[src/strm_cfg_pkg.sv]
/*
  Job control for the load streamer.
  base_addr must be aligned to a beat and len_bytes must be at least 1.
  tot_len must equal len_bytes / STRB_W rounded up, and d0_stride must equal STRB_W.
  The free-slot counters are SLOT_W bits wide, so FIFO_DEPTH must stay below 2**SLOT_W.
*/
`default_nettype none

package strm_cfg_pkg;

    parameter int unsigned DATA_W = 64;          // default beat width in bits.
    parameter int unsigned STRB_W = DATA_W / 8;  // bytes per beat.
    parameter int unsigned SLOT_W = 8;           // width of buffer free / in-flight counts.

    typedef struct packed {
        logic [31:0] base_addr;  // byte address of the first beat.
        logic [19:0] len_bytes;  // vector length in bytes.
        logic [15:0] tot_len;    // number of beats in the job.
        logic [15:0] d0_stride;  // byte step between beats.
    } strm_cfg_t;

endpackage

`default_nettype wire

[src/strm_beat_pkg.sv]
/*
  Stream beat and memory port types.
  All payload widths follow DATA_W from the configuration package.
  A request is taken in a cycle where req and gnt are both high.
  r_valid comes exactly one cycle after the grant and carries that word.
*/
`default_nettype none

package strm_beat_pkg;

    import strm_cfg_pkg::*;

    typedef struct packed {
        logic [DATA_W-1:0] data;
        logic [STRB_W-1:0] strb;  // one bit per valid byte.
    } strm_beat_t;

    typedef struct packed {
        logic        req;
        logic [31:0] addr;  // byte address, beat aligned.
    } mem_req_t;

    typedef struct packed {
        logic              gnt;
        logic              r_valid;
        logic [DATA_W-1:0] r_data;
    } mem_rsp_t;

endpackage

`default_nettype wire

[src/strm_addr_gen.sv]
/*
  Address generator for the load streamer.
  Issues one word request per beat, stepping by d0_stride from base_addr.
  A request is only raised while the response buffer has room for every
  outstanding word, so a returning word always finds a free slot.
  clear_i drops the request in the same cycle and abandons the job.
*/
`timescale 1ns/1ns
`default_nettype none

module strm_addr_gen
    import strm_cfg_pkg::*;
    import strm_beat_pkg::*;
#(
    parameter int unsigned DW = DATA_W
) (
    input  logic              clk_i,
    input  logic              rst_ni,
    input  logic              clear_i,
    input  logic              start_i,
    input  strm_cfg_t         cfg_i,
    input  logic [SLOT_W-1:0] free_slots_i,
    input  mem_rsp_t          mem_rsp_i,
    output mem_req_t          mem_req_o,
    output logic              busy_o
);

    localparam int unsigned OFFS_W = $clog2(DW / 8);

    logic [31:0]       addr_q;
    logic [15:0]       beats_left_q;
    logic [SLOT_W-1:0] inflight_q;  // granted words whose data has not returned yet.
    logic              req;
    logic              grant;

    assign req   = (beats_left_q != '0) && (free_slots_i > inflight_q) && !clear_i;
    assign grant = req & mem_rsp_i.gnt;

    always_ff @(posedge clk_i or negedge rst_ni) begin
        if (!rst_ni) begin
            addr_q       <= '0;
            beats_left_q <= '0;
        end else if (clear_i) begin
            addr_q       <= '0;
            beats_left_q <= '0;
        end else if (start_i) begin
            addr_q       <= cfg_i.base_addr;
            beats_left_q <= cfg_i.tot_len;
        end else if (grant) begin
            addr_q       <= addr_q + 32'(cfg_i.d0_stride);  // next beat.
            beats_left_q <= beats_left_q - 16'd1;
        end
    end

    // rises on grant, falls when the word comes back.
    always_ff @(posedge clk_i or negedge rst_ni) begin
        if (!rst_ni) begin
            inflight_q <= '0;
        end else if (clear_i) begin
            inflight_q <= '0;
        end else if (grant && !mem_rsp_i.r_valid) begin
            inflight_q <= inflight_q + 1'b1;
        end else if (!grant && mem_rsp_i.r_valid && (inflight_q != '0)) begin
            inflight_q <= inflight_q - 1'b1;
        end
    end

    assign mem_req_o.req  = req;
    assign mem_req_o.addr = {addr_q[31:OFFS_W], {OFFS_W{1'b0}}};  // keep beat alignment.

    assign busy_o = (beats_left_q != '0) || (inflight_q != '0);

endmodule

`default_nettype wire

[src/strm_resp_fifo.sv]
/*
  Response buffer for returning read words.
  A word pushed in one cycle is at the head in the next one.
  The address generator throttles requests, so a push never meets a full buffer;
  a push into a full buffer would be dropped.
  clear_i empties the buffer and wins over a push in the same cycle.
*/
`timescale 1ns/1ns
`default_nettype none

module strm_resp_fifo
    import strm_cfg_pkg::*;
#(
    parameter int unsigned DW         = DATA_W,
    parameter int unsigned FIFO_DEPTH = 4
) (
    input  logic              clk_i,
    input  logic              rst_ni,
    input  logic              clear_i,
    input  logic              push_i,
    input  logic [DW-1:0]     push_data_i,
    output logic              pop_valid_o,
    output logic [DW-1:0]     pop_data_o,
    input  logic              pop_ready_i,
    output logic [SLOT_W-1:0] free_slots_o
);

    localparam int unsigned PTR_W = (FIFO_DEPTH > 1) ? $clog2(FIFO_DEPTH) : 1;

    logic [DW-1:0]     mem_q [FIFO_DEPTH];
    logic [PTR_W-1:0]  wr_ptr_q;
    logic [PTR_W-1:0]  rd_ptr_q;
    logic [SLOT_W-1:0] cnt_q;
    logic              push_ok;
    logic              pop_ok;

    assign push_ok = push_i && (cnt_q != SLOT_W'(FIFO_DEPTH));
    assign pop_ok  = pop_valid_o && pop_ready_i;

    always_ff @(posedge clk_i) begin
        if (push_ok) begin
            mem_q[wr_ptr_q] <= push_data_i;
        end
    end

    always_ff @(posedge clk_i or negedge rst_ni) begin
        if (!rst_ni) begin
            wr_ptr_q <= '0;
            rd_ptr_q <= '0;
            cnt_q    <= '0;
        end else if (clear_i) begin
            wr_ptr_q <= '0;
            rd_ptr_q <= '0;
            cnt_q    <= '0;
        end else begin
            if (push_ok) begin
                wr_ptr_q <= (wr_ptr_q == PTR_W'(FIFO_DEPTH - 1)) ? '0 : wr_ptr_q + 1'b1;
            end
            if (pop_ok) begin
                rd_ptr_q <= (rd_ptr_q == PTR_W'(FIFO_DEPTH - 1)) ? '0 : rd_ptr_q + 1'b1;
            end
            if (push_ok && !pop_ok) begin
                cnt_q <= cnt_q + 1'b1;
            end else if (pop_ok && !push_ok) begin
                cnt_q <= cnt_q - 1'b1;
            end
        end
    end

    assign pop_valid_o  = (cnt_q != '0);
    assign pop_data_o   = mem_q[rd_ptr_q];  // head read straight from storage.
    assign free_slots_o = SLOT_W'(FIFO_DEPTH) - cnt_q;

endmodule

`default_nettype wire

[src/strm_strb_gen.sv]
/*
  Strobe generator for the load stream.
  Valid, ready and data pass straight through; only the strobe is computed.
  On the final beat of a job the bytes past len_bytes are masked off.
  The beat counter wraps after tot_len handshakes, so back-to-back jobs need no restart.
*/
`timescale 1ns/1ns
`default_nettype none

module strm_strb_gen
    import strm_cfg_pkg::*;
    import strm_beat_pkg::*;
#(
    parameter int unsigned DW = DATA_W
) (
    input  logic          clk_i,
    input  logic          rst_ni,
    input  logic          clear_i,
    input  strm_cfg_t     cfg_i,
    input  logic          in_valid_i,
    input  logic [DW-1:0] in_data_i,
    output logic          in_ready_o,
    output logic          out_valid_o,
    output strm_beat_t    out_o,
    input  logic          out_ready_i,
    output logic          last_o
);

    localparam int unsigned BYTES  = DW / 8;
    localparam int unsigned OFFS_W = $clog2(BYTES);

    logic [15:0]       beat_cnt_q;
    logic [15:0]       last_idx;
    logic [OFFS_W-1:0] stride_msk;
    logic [OFFS_W-1:0] lftovr;      // valid bytes in the final beat, zero means full.
    logic [BYTES-1:0]  final_strb;

    assign stride_msk = cfg_i.d0_stride[OFFS_W-1:0] + {OFFS_W{1'b1}};
    assign lftovr     = cfg_i.len_bytes[OFFS_W-1:0] & stride_msk;
    assign last_idx   = cfg_i.tot_len - 16'd1;
    assign last_o     = (beat_cnt_q == last_idx);

    always_comb begin
        final_strb = '1;
        for (int i = 0; i < BYTES; i++) begin
            if ((lftovr != '0) && (i >= int'(lftovr))) begin
                final_strb[i] = 1'b0;  // byte lies past the end of the vector.
            end
        end
    end

    always_ff @(posedge clk_i or negedge rst_ni) begin
        if (!rst_ni) begin
            beat_cnt_q <= '0;
        end else if (clear_i) begin
            beat_cnt_q <= '0;
        end else if (in_valid_i && out_ready_i) begin
            beat_cnt_q <= last_o ? 16'd0 : beat_cnt_q + 16'd1;
        end
    end

    assign out_valid_o = in_valid_i;
    assign in_ready_o  = out_ready_i;
    assign out_o.data  = in_data_i;
    assign out_o.strb  = last_o ? final_strb : '1;

endmodule

`default_nettype wire

[src/strm_load_top.sv]
/*
  Load streamer top level.
  cfg_i must stay stable from start_i until done_o.
  DW must equal DATA_W of the configuration package, since the beat and
  memory types follow the package width.
  busy_o covers the fetch side; done_o pulses one cycle after the last beat is taken.
*/
`timescale 1ns/1ns
`default_nettype none

module strm_load_top
    import strm_cfg_pkg::*;
    import strm_beat_pkg::*;
#(
    parameter int unsigned DW         = DATA_W,
    parameter int unsigned FIFO_DEPTH = 4
) (
    input  logic       clk_i,
    input  logic       rst_ni,
    input  logic       clear_i,
    input  logic       start_i,
    input  strm_cfg_t  cfg_i,
    output mem_req_t   mem_req_o,
    input  mem_rsp_t   mem_rsp_i,
    output strm_beat_t beat_o,
    output logic       beat_valid_o,
    input  logic       beat_ready_i,
    output logic       busy_o,
    output logic       done_o
);

    logic [SLOT_W-1:0] free_slots;
    logic              fifo_valid;
    logic [DW-1:0]     fifo_data;
    logic              fifo_ready;
    logic              last;
    logic              done_q;

    strm_addr_gen #(
        .DW (DW)
    ) i_addr_gen (
        .clk_i        (clk_i),
        .rst_ni       (rst_ni),
        .clear_i      (clear_i),
        .start_i      (start_i),
        .cfg_i        (cfg_i),
        .free_slots_i (free_slots),
        .mem_rsp_i    (mem_rsp_i),
        .mem_req_o    (mem_req_o),
        .busy_o       (busy_o)
    );

    strm_resp_fifo #(
        .DW         (DW),
        .FIFO_DEPTH (FIFO_DEPTH)
    ) i_resp_fifo (
        .clk_i        (clk_i),
        .rst_ni       (rst_ni),
        .clear_i      (clear_i),
        .push_i       (mem_rsp_i.r_valid),
        .push_data_i  (mem_rsp_i.r_data),
        .pop_valid_o  (fifo_valid),
        .pop_data_o   (fifo_data),
        .pop_ready_i  (fifo_ready),
        .free_slots_o (free_slots)
    );

    strm_strb_gen #(
        .DW (DW)
    ) i_strb_gen (
        .clk_i       (clk_i),
        .rst_ni      (rst_ni),
        .clear_i     (clear_i),
        .cfg_i       (cfg_i),
        .in_valid_i  (fifo_valid),
        .in_data_i   (fifo_data),
        .in_ready_o  (fifo_ready),
        .out_valid_o (beat_valid_o),
        .out_o       (beat_o),
        .out_ready_i (beat_ready_i),
        .last_o      (last)
    );

    // final beat handshake marks the end of the job.
    always_ff @(posedge clk_i or negedge rst_ni) begin
        if (!rst_ni) begin
            done_q <= 1'b0;
        end else if (clear_i) begin
            done_q <= 1'b0;
        end else begin
            done_q <= beat_valid_o & beat_ready_i & last;
        end
    end

    assign done_o = done_q;

endmodule

`default_nettype wire

[config.mk]
export PLATFORM = sky130hd
export DESIGN_NAME = strm_load_top
export DESIGN_NICKNAME = d
export VERILOG_FILES = /design/src/strm_cfg_pkg.sv /design/src/strm_beat_pkg.sv /design/src/strm_addr_gen.sv /design/src/strm_resp_fifo.sv /design/src/strm_strb_gen.sv /design/src/strm_load_top.sv
export SDC_FILE = /design/constraint.sdc
export NUM_CORES = 1
export LEC_CHECK = 0
export ABC_AREA = 1
export BUFFER_PORTS_ARGS = -buffer_cell sky130_fd_sc_hd__buf_2
export CAP_MARGIN = 20
export CORE_MARGIN = 5
export CORE_UTILIZATION = 40
export DETAILED_ROUTE_END_ITERATION = 12
export GPL_ROUTABILITY_DRIVEN = 0
export HOLD_SLACK_MARGIN = 0.02
export PLACE_DENSITY = 0.6
export SLEW_MARGIN = 0
export SYNTH_ARGS = -nofsm -noshare
export SYNTH_HDL_FRONTEND = slang
export SYNTH_SLANG_ARGS = --single-unit
[constraint.sdc]
create_clock -name clk_i -period 11.87 [get_ports clk_i]
set_clock_uncertainty 0.05 [all_clocks]
set_input_delay 1.187 -clock clk_i [delete_from_list [all_inputs] [get_ports clk_i]]
set_output_delay 1.187 -clock clk_i [all_outputs]
set_load 0.01 [all_outputs]
======== Word-level counts from Yosys, hierarchy flattened ========
Memory sizes are Yosys's and may differ from the RTL's.
Index checks and enable logic that the tools add are counted.
word-level totals
  output and inout port bits .............. 108
  logic and storage cells ................. 101
  register bits ........................... 85
  input bits .............................. 155
  RAM bits ................................ 256
  memories ................................ 1
operators by class
  add/subtract/negate cells ............... 12
  eq/ne operators ......................... 4
  muxes and demuxes ....................... 33
  bitwise logic cells ..................... 4
  $lt $le $gt $ge ......................... 8
  reduce and logical (&&, ||, !) cells .... 31
memories
  name               words  bits a word  read ports  clocked after Yosys merged registers in  write ports  RTL line              RTL
  i_resp_fifo.mem_q  4      64           1           0                                        1            strm_resp_fifo.sv:30  logic [DW-1:0] mem_q [FIFO_DEPTH];
operator list
  operator                                                count
  2-to-1 mux 16 bit                                       6
  2-to-1 mux 32 bit                                       3
  2-to-1 mux 8 bit                                        7
  adder 32 x 16 -> 32 bit                                 1
  subtractor 16 x 1 -> 16 bit (second input constant)     2
  adder 16 x 1 -> 16 bit (second input constant)          1
  adder 8 x 1 -> 8 bit (second input constant)            2
  equality test 16 bit                                    1
  logical AND 1 bit                                       16
  nonzero test 16 bit                                     1
  nonzero test 8 bit                                      2
  subtractor 8 x 1 -> 8 bit (second input constant)       2
  2-to-1 mux 2 bit                                        6
  nonzero test 3 bit                                      4
  2-to-1 mux 1 bit                                        11
  >= comparator 3 bit (first input constant)              3
  greater-than comparator 8 bit                           1
  inequality test 8 x 3 -> 1 bit (second input constant)  1
  subtractor 3 x 8 -> 8 bit (first input constant)        1
  >= comparator 1 x 3 -> 1 bit (first input constant)     2
  >= comparator 2 x 3 -> 1 bit (first input constant)     2
  logical NOT 1 bit                                       5
  adder 2 x 1 -> 2 bit (second input constant)            2
  equality test 2 bit (second input constant)             2
  5 further kinds                                         8

======== Logic depth before layout (Yosys ltp) ========
Gate-level depths: netlist of the first run.
  word-level depth ........................ 11
  mapped depth ............................ 24
  gate-level depth less buffers ........... 24

======== By module ========
From an unflattened synthesis of the first run, not the netlist that was laid out.
second synthesis, totals
  cell total of the unflattened synthesis .. 1991
  area, all modules ....................... 18432.7 µm²
by module, submodules not included
  module          cells each  area each (µm²)  instances
  strm_resp_fifo  766         10557.6          1
  strm_addr_gen   803         5266.3           1
  strm_strb_gen   417         2566.2           1
  strm_load_top   5           42.5             1

======== Worst setup path after synthesis of the first run ========
OpenSTA, ideal clock, no wires.
  path type ............................... input port to flip-flop
  from .................................... input port mem_rsp_i[64] (netlist bit)
  to ...................................... memory i_resp_fifo.mem_q[0][0] (netlist bit), enable pin
  slack ................................... 7047 ps
  path buffers ............................ 0
  stages on the path ...................... 4
  required time ........................... 11334 ps
  data arrival time ....................... 4287 ps
  path through ............................ inv_1 > a21oi_1 > inv_1 > nor2_1
on the way
  cells in the longest elaborated chain, start to end .. 3
ends and longest elaborated chain
  item                                    RTL line              RTL
  from (decl)                             strm_load_top.sv:24   input mem_rsp_t mem_rsp_i,
  logical AND 1 bit                       strm_resp_fifo.sv:37  assign push_ok = push_i && (cnt_q != SLOT_W'(FIFO_DEPTH));
  2-to-1 mux 1 bit                        strm_resp_fifo.sv:41  if (push_ok) begin
  2-to-1 mux 1 bit (implied by the code)  strm_resp_fifo.sv:42  mem_q[wr_ptr_q] <= push_data_i;
  to (decl)                               strm_resp_fifo.sv:30
No other way between the ends.

==> results of run 1 <==
==> area by class of cell <==
type	instances	area share (%)
Sequential cell	341	49.8
Multi-Input combinational cell	1142	31.0
Timing Repair Buffer	250	6.47
Clock buffer	45	5.17
Tap cell	539	3.42
Inverter	143	2.74
Clock inverter	25	1.33
Antenna cell	5	0.0635
==> power groups by stage <==
| stage | registers [W] | logic [W] | clock network (W) |
|---|---|---|---|
| 3_3_place_gp | 0.00151 | 0.00111 | 0 |
| 4_1_cts | 0.00149 | 0.00114 | 0.00123 |
| 3_5_place_dp | 0.00151 | 0.00113 | 0 |
| 2_1_floorplan | 0.00149 | 0.000816 | 0 |
| 6_report | 0.00149 | 0.00112 | 0.00119 |
| 5_1_grt | 0.00150 | 0.00128 | 0.00128 |
==> cells in the mapped netlist, drive strengths merged <==
master / number / area (µm²)
nand2: 257 / 987
buf: 47 / 362
a22oi: 1 / 7.51
o2111ai: 2 / 17.5
mux2i: 7 / 82.6
o21a: 2 / 15.0
nor2: 255 / 1000
nor3: 21 / 110
a22o: 2 / 17.5
nor4: 3 / 18.8
or2: 4 / 25.0
dfrtp: 85 / 2130
o21ai: 229 / 1180
o21bai: 2 / 15.0
a21o: 1 / 7.51
o211ai: 4 / 30.0
o22ai: 89 / 557
fa: 3 / 60.1
o221ai: 1 / 8.76
nand3b: 1 / 7.51
conb: 2 / 7.51
nand4: 21 / 146
o31ai: 1 / 7.51
nand3: 71 / 380
clkbuf: 55 / 209
nand2b: 1 / 6.26
xnor2: 13 / 114
a21oi: 51 / 255
and3: 1 / 6.26
clkinv: 3 / 12.5
a31oi: 2 / 12.5
edfxtp: 256 / 7690
ha: 46 / 576
inv: 140 / 526
xor2: 46 / 403
nor2b: 1 / 8.76
==> cells by family (layout without fill, tap and decap cells) <==
kind of cell	count (synthesis)	count (layout)
AND/OR/NAND/NOR	636	636
multiplexers	7	7
adder cells (fa/ha/maj)	49	49
buffers and inverters	245	463
other	2	9
XOR/XNOR	59	59
AO/OA/AOI/OAI	387	387
flip-flops	341	341
==> per-stage QoR <==
stage | cells | power [W] | hold slack (ps)
after floorplan | 1728 | 0.00230 | 407
after global placement | 2415 | 0.00262 | 422
after detailed placement | 2415 | 0.00264 | 435
after CTS | 2485 | 0.00385 | 450
after global routing | 2485 | 0.00405 | 473
final | 2490 | 0.00380 | 448
==> state kept, by name, indices dropped and copies added, names as in the netlist <==
name,cells
i_addr_gen.inflight_q,8
done_o,1
i_strb_gen.beat_cnt_q,16
i_resp_fifo.rd_ptr_q,2
i_resp_fifo.cnt_q,8
i_resp_fifo.wr_ptr_q,2
i_resp_fifo.mem_q,256
i_addr_gen.addr_q,32
i_addr_gen.beats_left_q,16
==> worst paths after layout <==
check	endpoint	slack, ps	start	depth (start not counted)
min	i_addr_gen.addr_q[0]	450	i_addr_gen.addr_q[0]	2
min in group asynchronous	i_addr_gen.inflight_q[5]	480	rst_ni	1
min reg2reg	i_addr_gen.addr_q[0]	450	i_addr_gen.addr_q[0]	2
max reg2reg	i_addr_gen.addr_q[16]	7470	i_resp_fifo.cnt_q[0]	18
max	beat_o[2]	7390	cfg_i[16]	15
max in group asynchronous	i_resp_fifo.rd_ptr_q[0]	10000	rst_ni	2
==> per-layer routing <==
metal / global-route usage [%] / vias to the layer above
met4: 4.58 / 14
met2: 28.6 / 329
li1: - / 6350
met1: 21.5 / 6156
met3: 5.75 / 78
met5: 0 / -
==> worst max-delay path: cells and delay by family <==
family                   cells  cell delay [ps]
AO/OA/AOI/OAI                1              110
buffers and inverters        4              540
adder cells (fa/ha/maj)      1              340
AND/OR/NAND/NOR              9             1070
==> metrics.yaml, run 1 <==
outcome: "finished clean"
wl_met2_um: 19200
synth_cell_types: 54
core_um2: 41900
finalSetupTns_ps: 0
intPower_w: 0.00252
fin_util_pct: 47.0
p_comb_share_pct: 29.5
endpoint_kind: "output pin"
swShare_pct: 33.6
initial_utilization_pct: 40.5
crit_type: "input port to output pin"
grt_usage_pct: 17.1
maxSlewHeadroom_pct: 30.1
regArea_um2: 9820
hold_viol_final: 0
rsz0062_at_grt: "false"
synthMuxAreaShare_pct: 0.486
ios: 263
path_common_cell: "nand2_1"
grt_pass1_wl_um: 65600
worstHoldPathType: "flip-flop to flip-flop"
final_common_cell: "edfxtp_1"
drive_above_1_share_pct: 18.2
irDropWorstVdd_mv: 0.157
synth_compound_area_share_pct: 12.6
synth-simple-area-share_pct: 15.9
num_vias: 12900
slowest_delay_ps: 340
dpl_worst_slack_ps: 7390
seq_area_frac_synth_pct: 57.7
numClockSinks: 341
grt_max_degree: 89
ctsLongestPathBuffers: 3
wl_met1_um: 18100
synth_top_family_by_area: "simple AND/OR/NAND/NOR gates"
drt_pre_antenna_iters: 5
crit_slowest_cell: "ha_1"
maxCapViolCount: 0
layout_common_cells: "edfxtp_1, nand2_1, nor2_1, buf_2, o21ai_0"
fin_crit_sh_pct: 37.7
worstPathRequired_ps: 10630
portBuffers: 241
antenna_found_initial: 11
clkSlewWorstSetupHoldPaths_ps: 60
max_freq_mhz: 223
worst_pin_slew_ps: 1050
cts_max_level: 2
cts_tree: "yes"
path_cells: "buf_2 -> inv_1 -> ha_1 -> inv_1 -> nand2_1 -> nand2_1 -> nand2_1 -> nand3_1 -> nor2_1 -> nand4_1 -> nor2_2 -> nand4_4 -> nor2_4 -> o211ai_1 -> buf_2"
fill_cells: 3916
highest-signal-layer: "met5"
grt_pass1_vias: 12500
hpwl_um: 26300
syn-cell-area_um2: 17000
setup_viol: 0
p_per_area_nw_per_um2: 193
crit_fanout: 7
dieArea_um2: 46700
dr_wl_met3_um: 3250
synth.avg_cell_area_um2: 9.85
die_w_um: 216
post_cts_resized: 0
syn_inst: 1726
placed_area_um2: 18400
worst_slack_ps: 7390
cts_setup_buffers: 0
nNetsFinal: 2122
critical_path_arrival_ps: 3240
syn_to_final_growth_pct: 16.0
yosys.area_share.adder_pct: 3.74
drtIter0Drc: 704
drv_slew: 0
startpoint_type: "input port"
finalInstanceArea_um2: 19700
synth-xor-area-share_pct: 3.04
synth_warnings: 0
clock-root-buffer: "clkbuf_16"
drc_errors: 0
numCtsBuffers: 40
p_seq_share_pct: 39.2
drt-total-wl_um: 41600
die_h_um: 216
ant_nets: 0
clk_latency_ps: 550
cts_hold_buffers: 0
gr-total-overflow: 0
fp-row-count: 75
p_leak_nw: 8.05
ys_ff_latch: 341
period_needed_ps: 4480
via_per_inst: 5.19
p_clk_share_pct: 31.4
netSwitchingPower_w: 0.00128
multi_input_area_um2: 6110
post_drt_wl_per_cell_um: 16.7
Power figures use the tool's default switching activity.
==> inputs of run 2 (changes only) <==
==> constraint.sdc (replaced) <==
create_clock -name clk_i -period 4.35 [get_ports clk_i]
set_clock_uncertainty 0.05 [all_clocks]
set_input_delay 0.435 -clock clk_i [delete_from_list [all_inputs] [get_ports clk_i]]
set_output_delay 0.435 -clock clk_i [all_outputs]
set_load 0.01 [all_outputs]
==> metrics.yaml, run 2 (synthesized netlist as in run 1, its figures left out) <==
fin_total_pwr_w: 0.0105  # +180%
ant_nets: 0  # unchanged
crit_type: "flip-flop to flip-flop"
numClockSinks: 341  # unchanged
placed_area_um2: 18500  # +0.54%
worst_slack_ps: 463  # -6930 ps
nNetsFinal: 2181  # +2.8%
grt_pass1_vias: 12900  # +3.5%
multi_input_area_um2: 6110  # unchanged
ios: 263  # unchanged
numCtsBuffers: 40  # unchanged
maxCapViolCount: 0  # unchanged
critical_path_arrival_ps: 4250  # +1010 ps
drv_slew: 0  # unchanged
irDropWorstVdd_mv: 0.384  # +140%
whs_path_depth: 1  # -1
r2r-start: "i_resp_fifo.cnt_q[0]"
regArea_um2: 9820  # unchanged
drtIter0Drc: 759  # +7.8%
netSwitchingPower_w: 0.00350  # +170%
clkSlewWorstSetupHoldPaths_ps: 60  # about the same
fin_crit_sh_pct: 89.4
cts_max_level: 2  # unchanged
startpoint_type: "flip-flop"
hold_path_startpoint: "mem_rsp_i[18]"
maxSlewHeadroom_pct: 32.5  # +2.4 points
drt_pre_antenna_iters: 5  # unchanged
drt-total-wl_um: 42100  # +1.4%
finalSetupTns_ps: 0  # unchanged
swShare_pct: 33.5  # -0.14 points
crit_fanout: 11  # +4
period_needed_ps: 3890
p_comb_share_pct: 29.7  # +0.2 points
max_freq_mhz: 257
r2r_setup_slack_ps: 460  # -7010 ps
drive_above_1_share_pct: 18.1  # -0.055 points
portBuffers: 241  # unchanged
hold-worst-slack_ps: 60.9  # -387 ps
setup_viol: 0  # unchanged
grt_pass1_wl_um: 67600  # +3.0%
via_per_inst: 5.08  # -2.1%
worstPathRequired_ps: 4710  # -5920 ps
post_drt_wl_per_cell_um: 16.5  # -0.96%
initial_utilization_pct: 40.5  # unchanged
min_to: "i_resp_fifo.mem_q[3][18]"
p_leak_nw: 8.34  # +3.5%
layout_common_cells: "edfxtp_1, nand2_1, nor2_1, buf_2, o21ai_0"
regToRegEndpoint: "i_addr_gen.inflight_q[6]"
worstHoldPathType: "input port to flip-flop"
cts_tree: "yes"
ctsLongestPathBuffers: 3  # unchanged
final_common_cell: "edfxtp_1"
dpl_worst_slack_ps: 490  # -6900 ps
p_seq_share_pct: 39.0  # -0.2 points
regMostFlops: "i_resp_fifo.mem_q"
clock-root-buffer: "clkbuf_16"
core_um2: 41900  # unchanged
num_vias: 13000  # +0.26%
endpoint_kind: "flip-flop"
syn_to_final_growth_pct: 19.9
gr-total-overflow: 0  # unchanged
clk_latency_ps: 550  # about the same
grt_usage_pct: 17.6  # +0.45 points
intPower_w: 0.00696  # +180%
die_h_um: 216  # unchanged
outcome: "finished clean"
fill_cells: 3833  # -2.1%
p_clk_share_pct: 31.3  # about the same
rsz0062_at_grt: "false"
grt_max_degree: 129  # +45%
top_regs: "i_resp_fifo.mem_q (256), i_addr_gen.addr_q (32)"
worst_pin_slew_ps: 1010  # -36.8 ps
drc_errors: 0  # unchanged
dieArea_um2: 46700  # unchanged
hold_viol_final: 0  # unchanged
reg2reg_depth: 22  # +4
fp-row-count: 75  # unchanged
post_cts_resized: 0  # unchanged
die_w_um: 216  # unchanged
antenna_found_initial: 6  # -5
largest_reg_flops: 256  # unchanged
finalInstanceArea_um2: 20400  # +3.3%
hpwl_um: 26800  # +1.8%
p_per_area_nw_per_um2: 513  # +170%
[run 2: per-stage QoR]
| stage | std cells | utilization, % |
|---|---|---|
| 2_1_floorplan | 1728 | - |
| 3_3_place_gp | 2420 | 44.2 |
| 3_5_place_dp | 2420 | 44.2 |
| 4_1_cts | 2546 | 48.5 |
| 5_1_grt | 2549 | 48.6 |
| 6_report | 2549 | 48.6 |
[run 2: how the worst max path moves through the flow]
| stage | startpoint | endpoint | slack (ps) | cells past startpoint |
|---|---|---|---|---|
| 3_5_place_dp | i_resp_fifo.cnt_q[0] | i_addr_gen.inflight_q[6] | 490 | 22 |
| 6_report | i_resp_fifo.cnt_q[0] | i_addr_gen.inflight_q[6] | 460 | 22 |
| 4_1_cts | i_resp_fifo.cnt_q[0] | i_addr_gen.inflight_q[6] | 490 | 22 |
| 5_1_grt | i_resp_fifo.cnt_q[0] | i_addr_gen.inflight_q[6] | 80 | 24 |
| 2_1_floorplan | i_resp_fifo.cnt_q[0] | i_resp_fifo.mem_q[0][0] | -30 | 7 |
| 3_3_place_gp | i_resp_fifo.cnt_q[0] | i_addr_gen.inflight_q[6] | 580 | 22 |
[run 2: power by group through the flow]
stage	registers [W]	logic [W]	clock network (W)
after global placement	0.00413	0.00305	0
after floorplan	0.00406	0.00223	0
after detailed placement	0.00414	0.00309	0
after global routing	0.00411	0.00354	0.00353
after CTS	0.00408	0.00315	0.00339
final	0.00408	0.00311	0.00327
[run 2: critical path, cell delays in order (launching register included)]
cell	delay, ps
dfrtp_1	380
inv_1	180
ha_1	220
inv_1	70
a21oi_1	190
nand2_1	90
xor2_1	130
inv_1	50
ha_1	260
nand2_1	60
nor2_1	130
nand2_1	70
nand3_1	80
nor2b_2	220
nand3_2	260
ha_1	440
a21oi_1	170
o21ai_0	150
nand2_1	90
nand2_1	50
a21oi_1	150
xor2_1	160
o22ai_1	90
[run 2: cell type report]
type | count | area share (%)
clock buffers | 50 | 5.30
well taps | 539 | 3.31
diodes | 3 | 0.0369
clock inverters | 22 | 1.09
repair buffers | 309 | 9.41
flip-flops and latches | 341 | 48.2
multi-input cells | 1142 | 30.0
inverters | 143 | 2.65
[run 2: layer usage]
layer	global-route usage (%)	vias to the layer above	wire length, µm
li1	-	6475	-
met4	4.09	4	841
met5	0	-	26
met3	5.34	60	2880
met2	30.0	293	19700
met1	22.2	6129	18600
[run 2: timing repair]
item                                    CTS  global route
buffers inserted                          0             0
hold buffers                             54             0
endpoints found under the setup margin    0             0
hold endpoints to repair                259             0
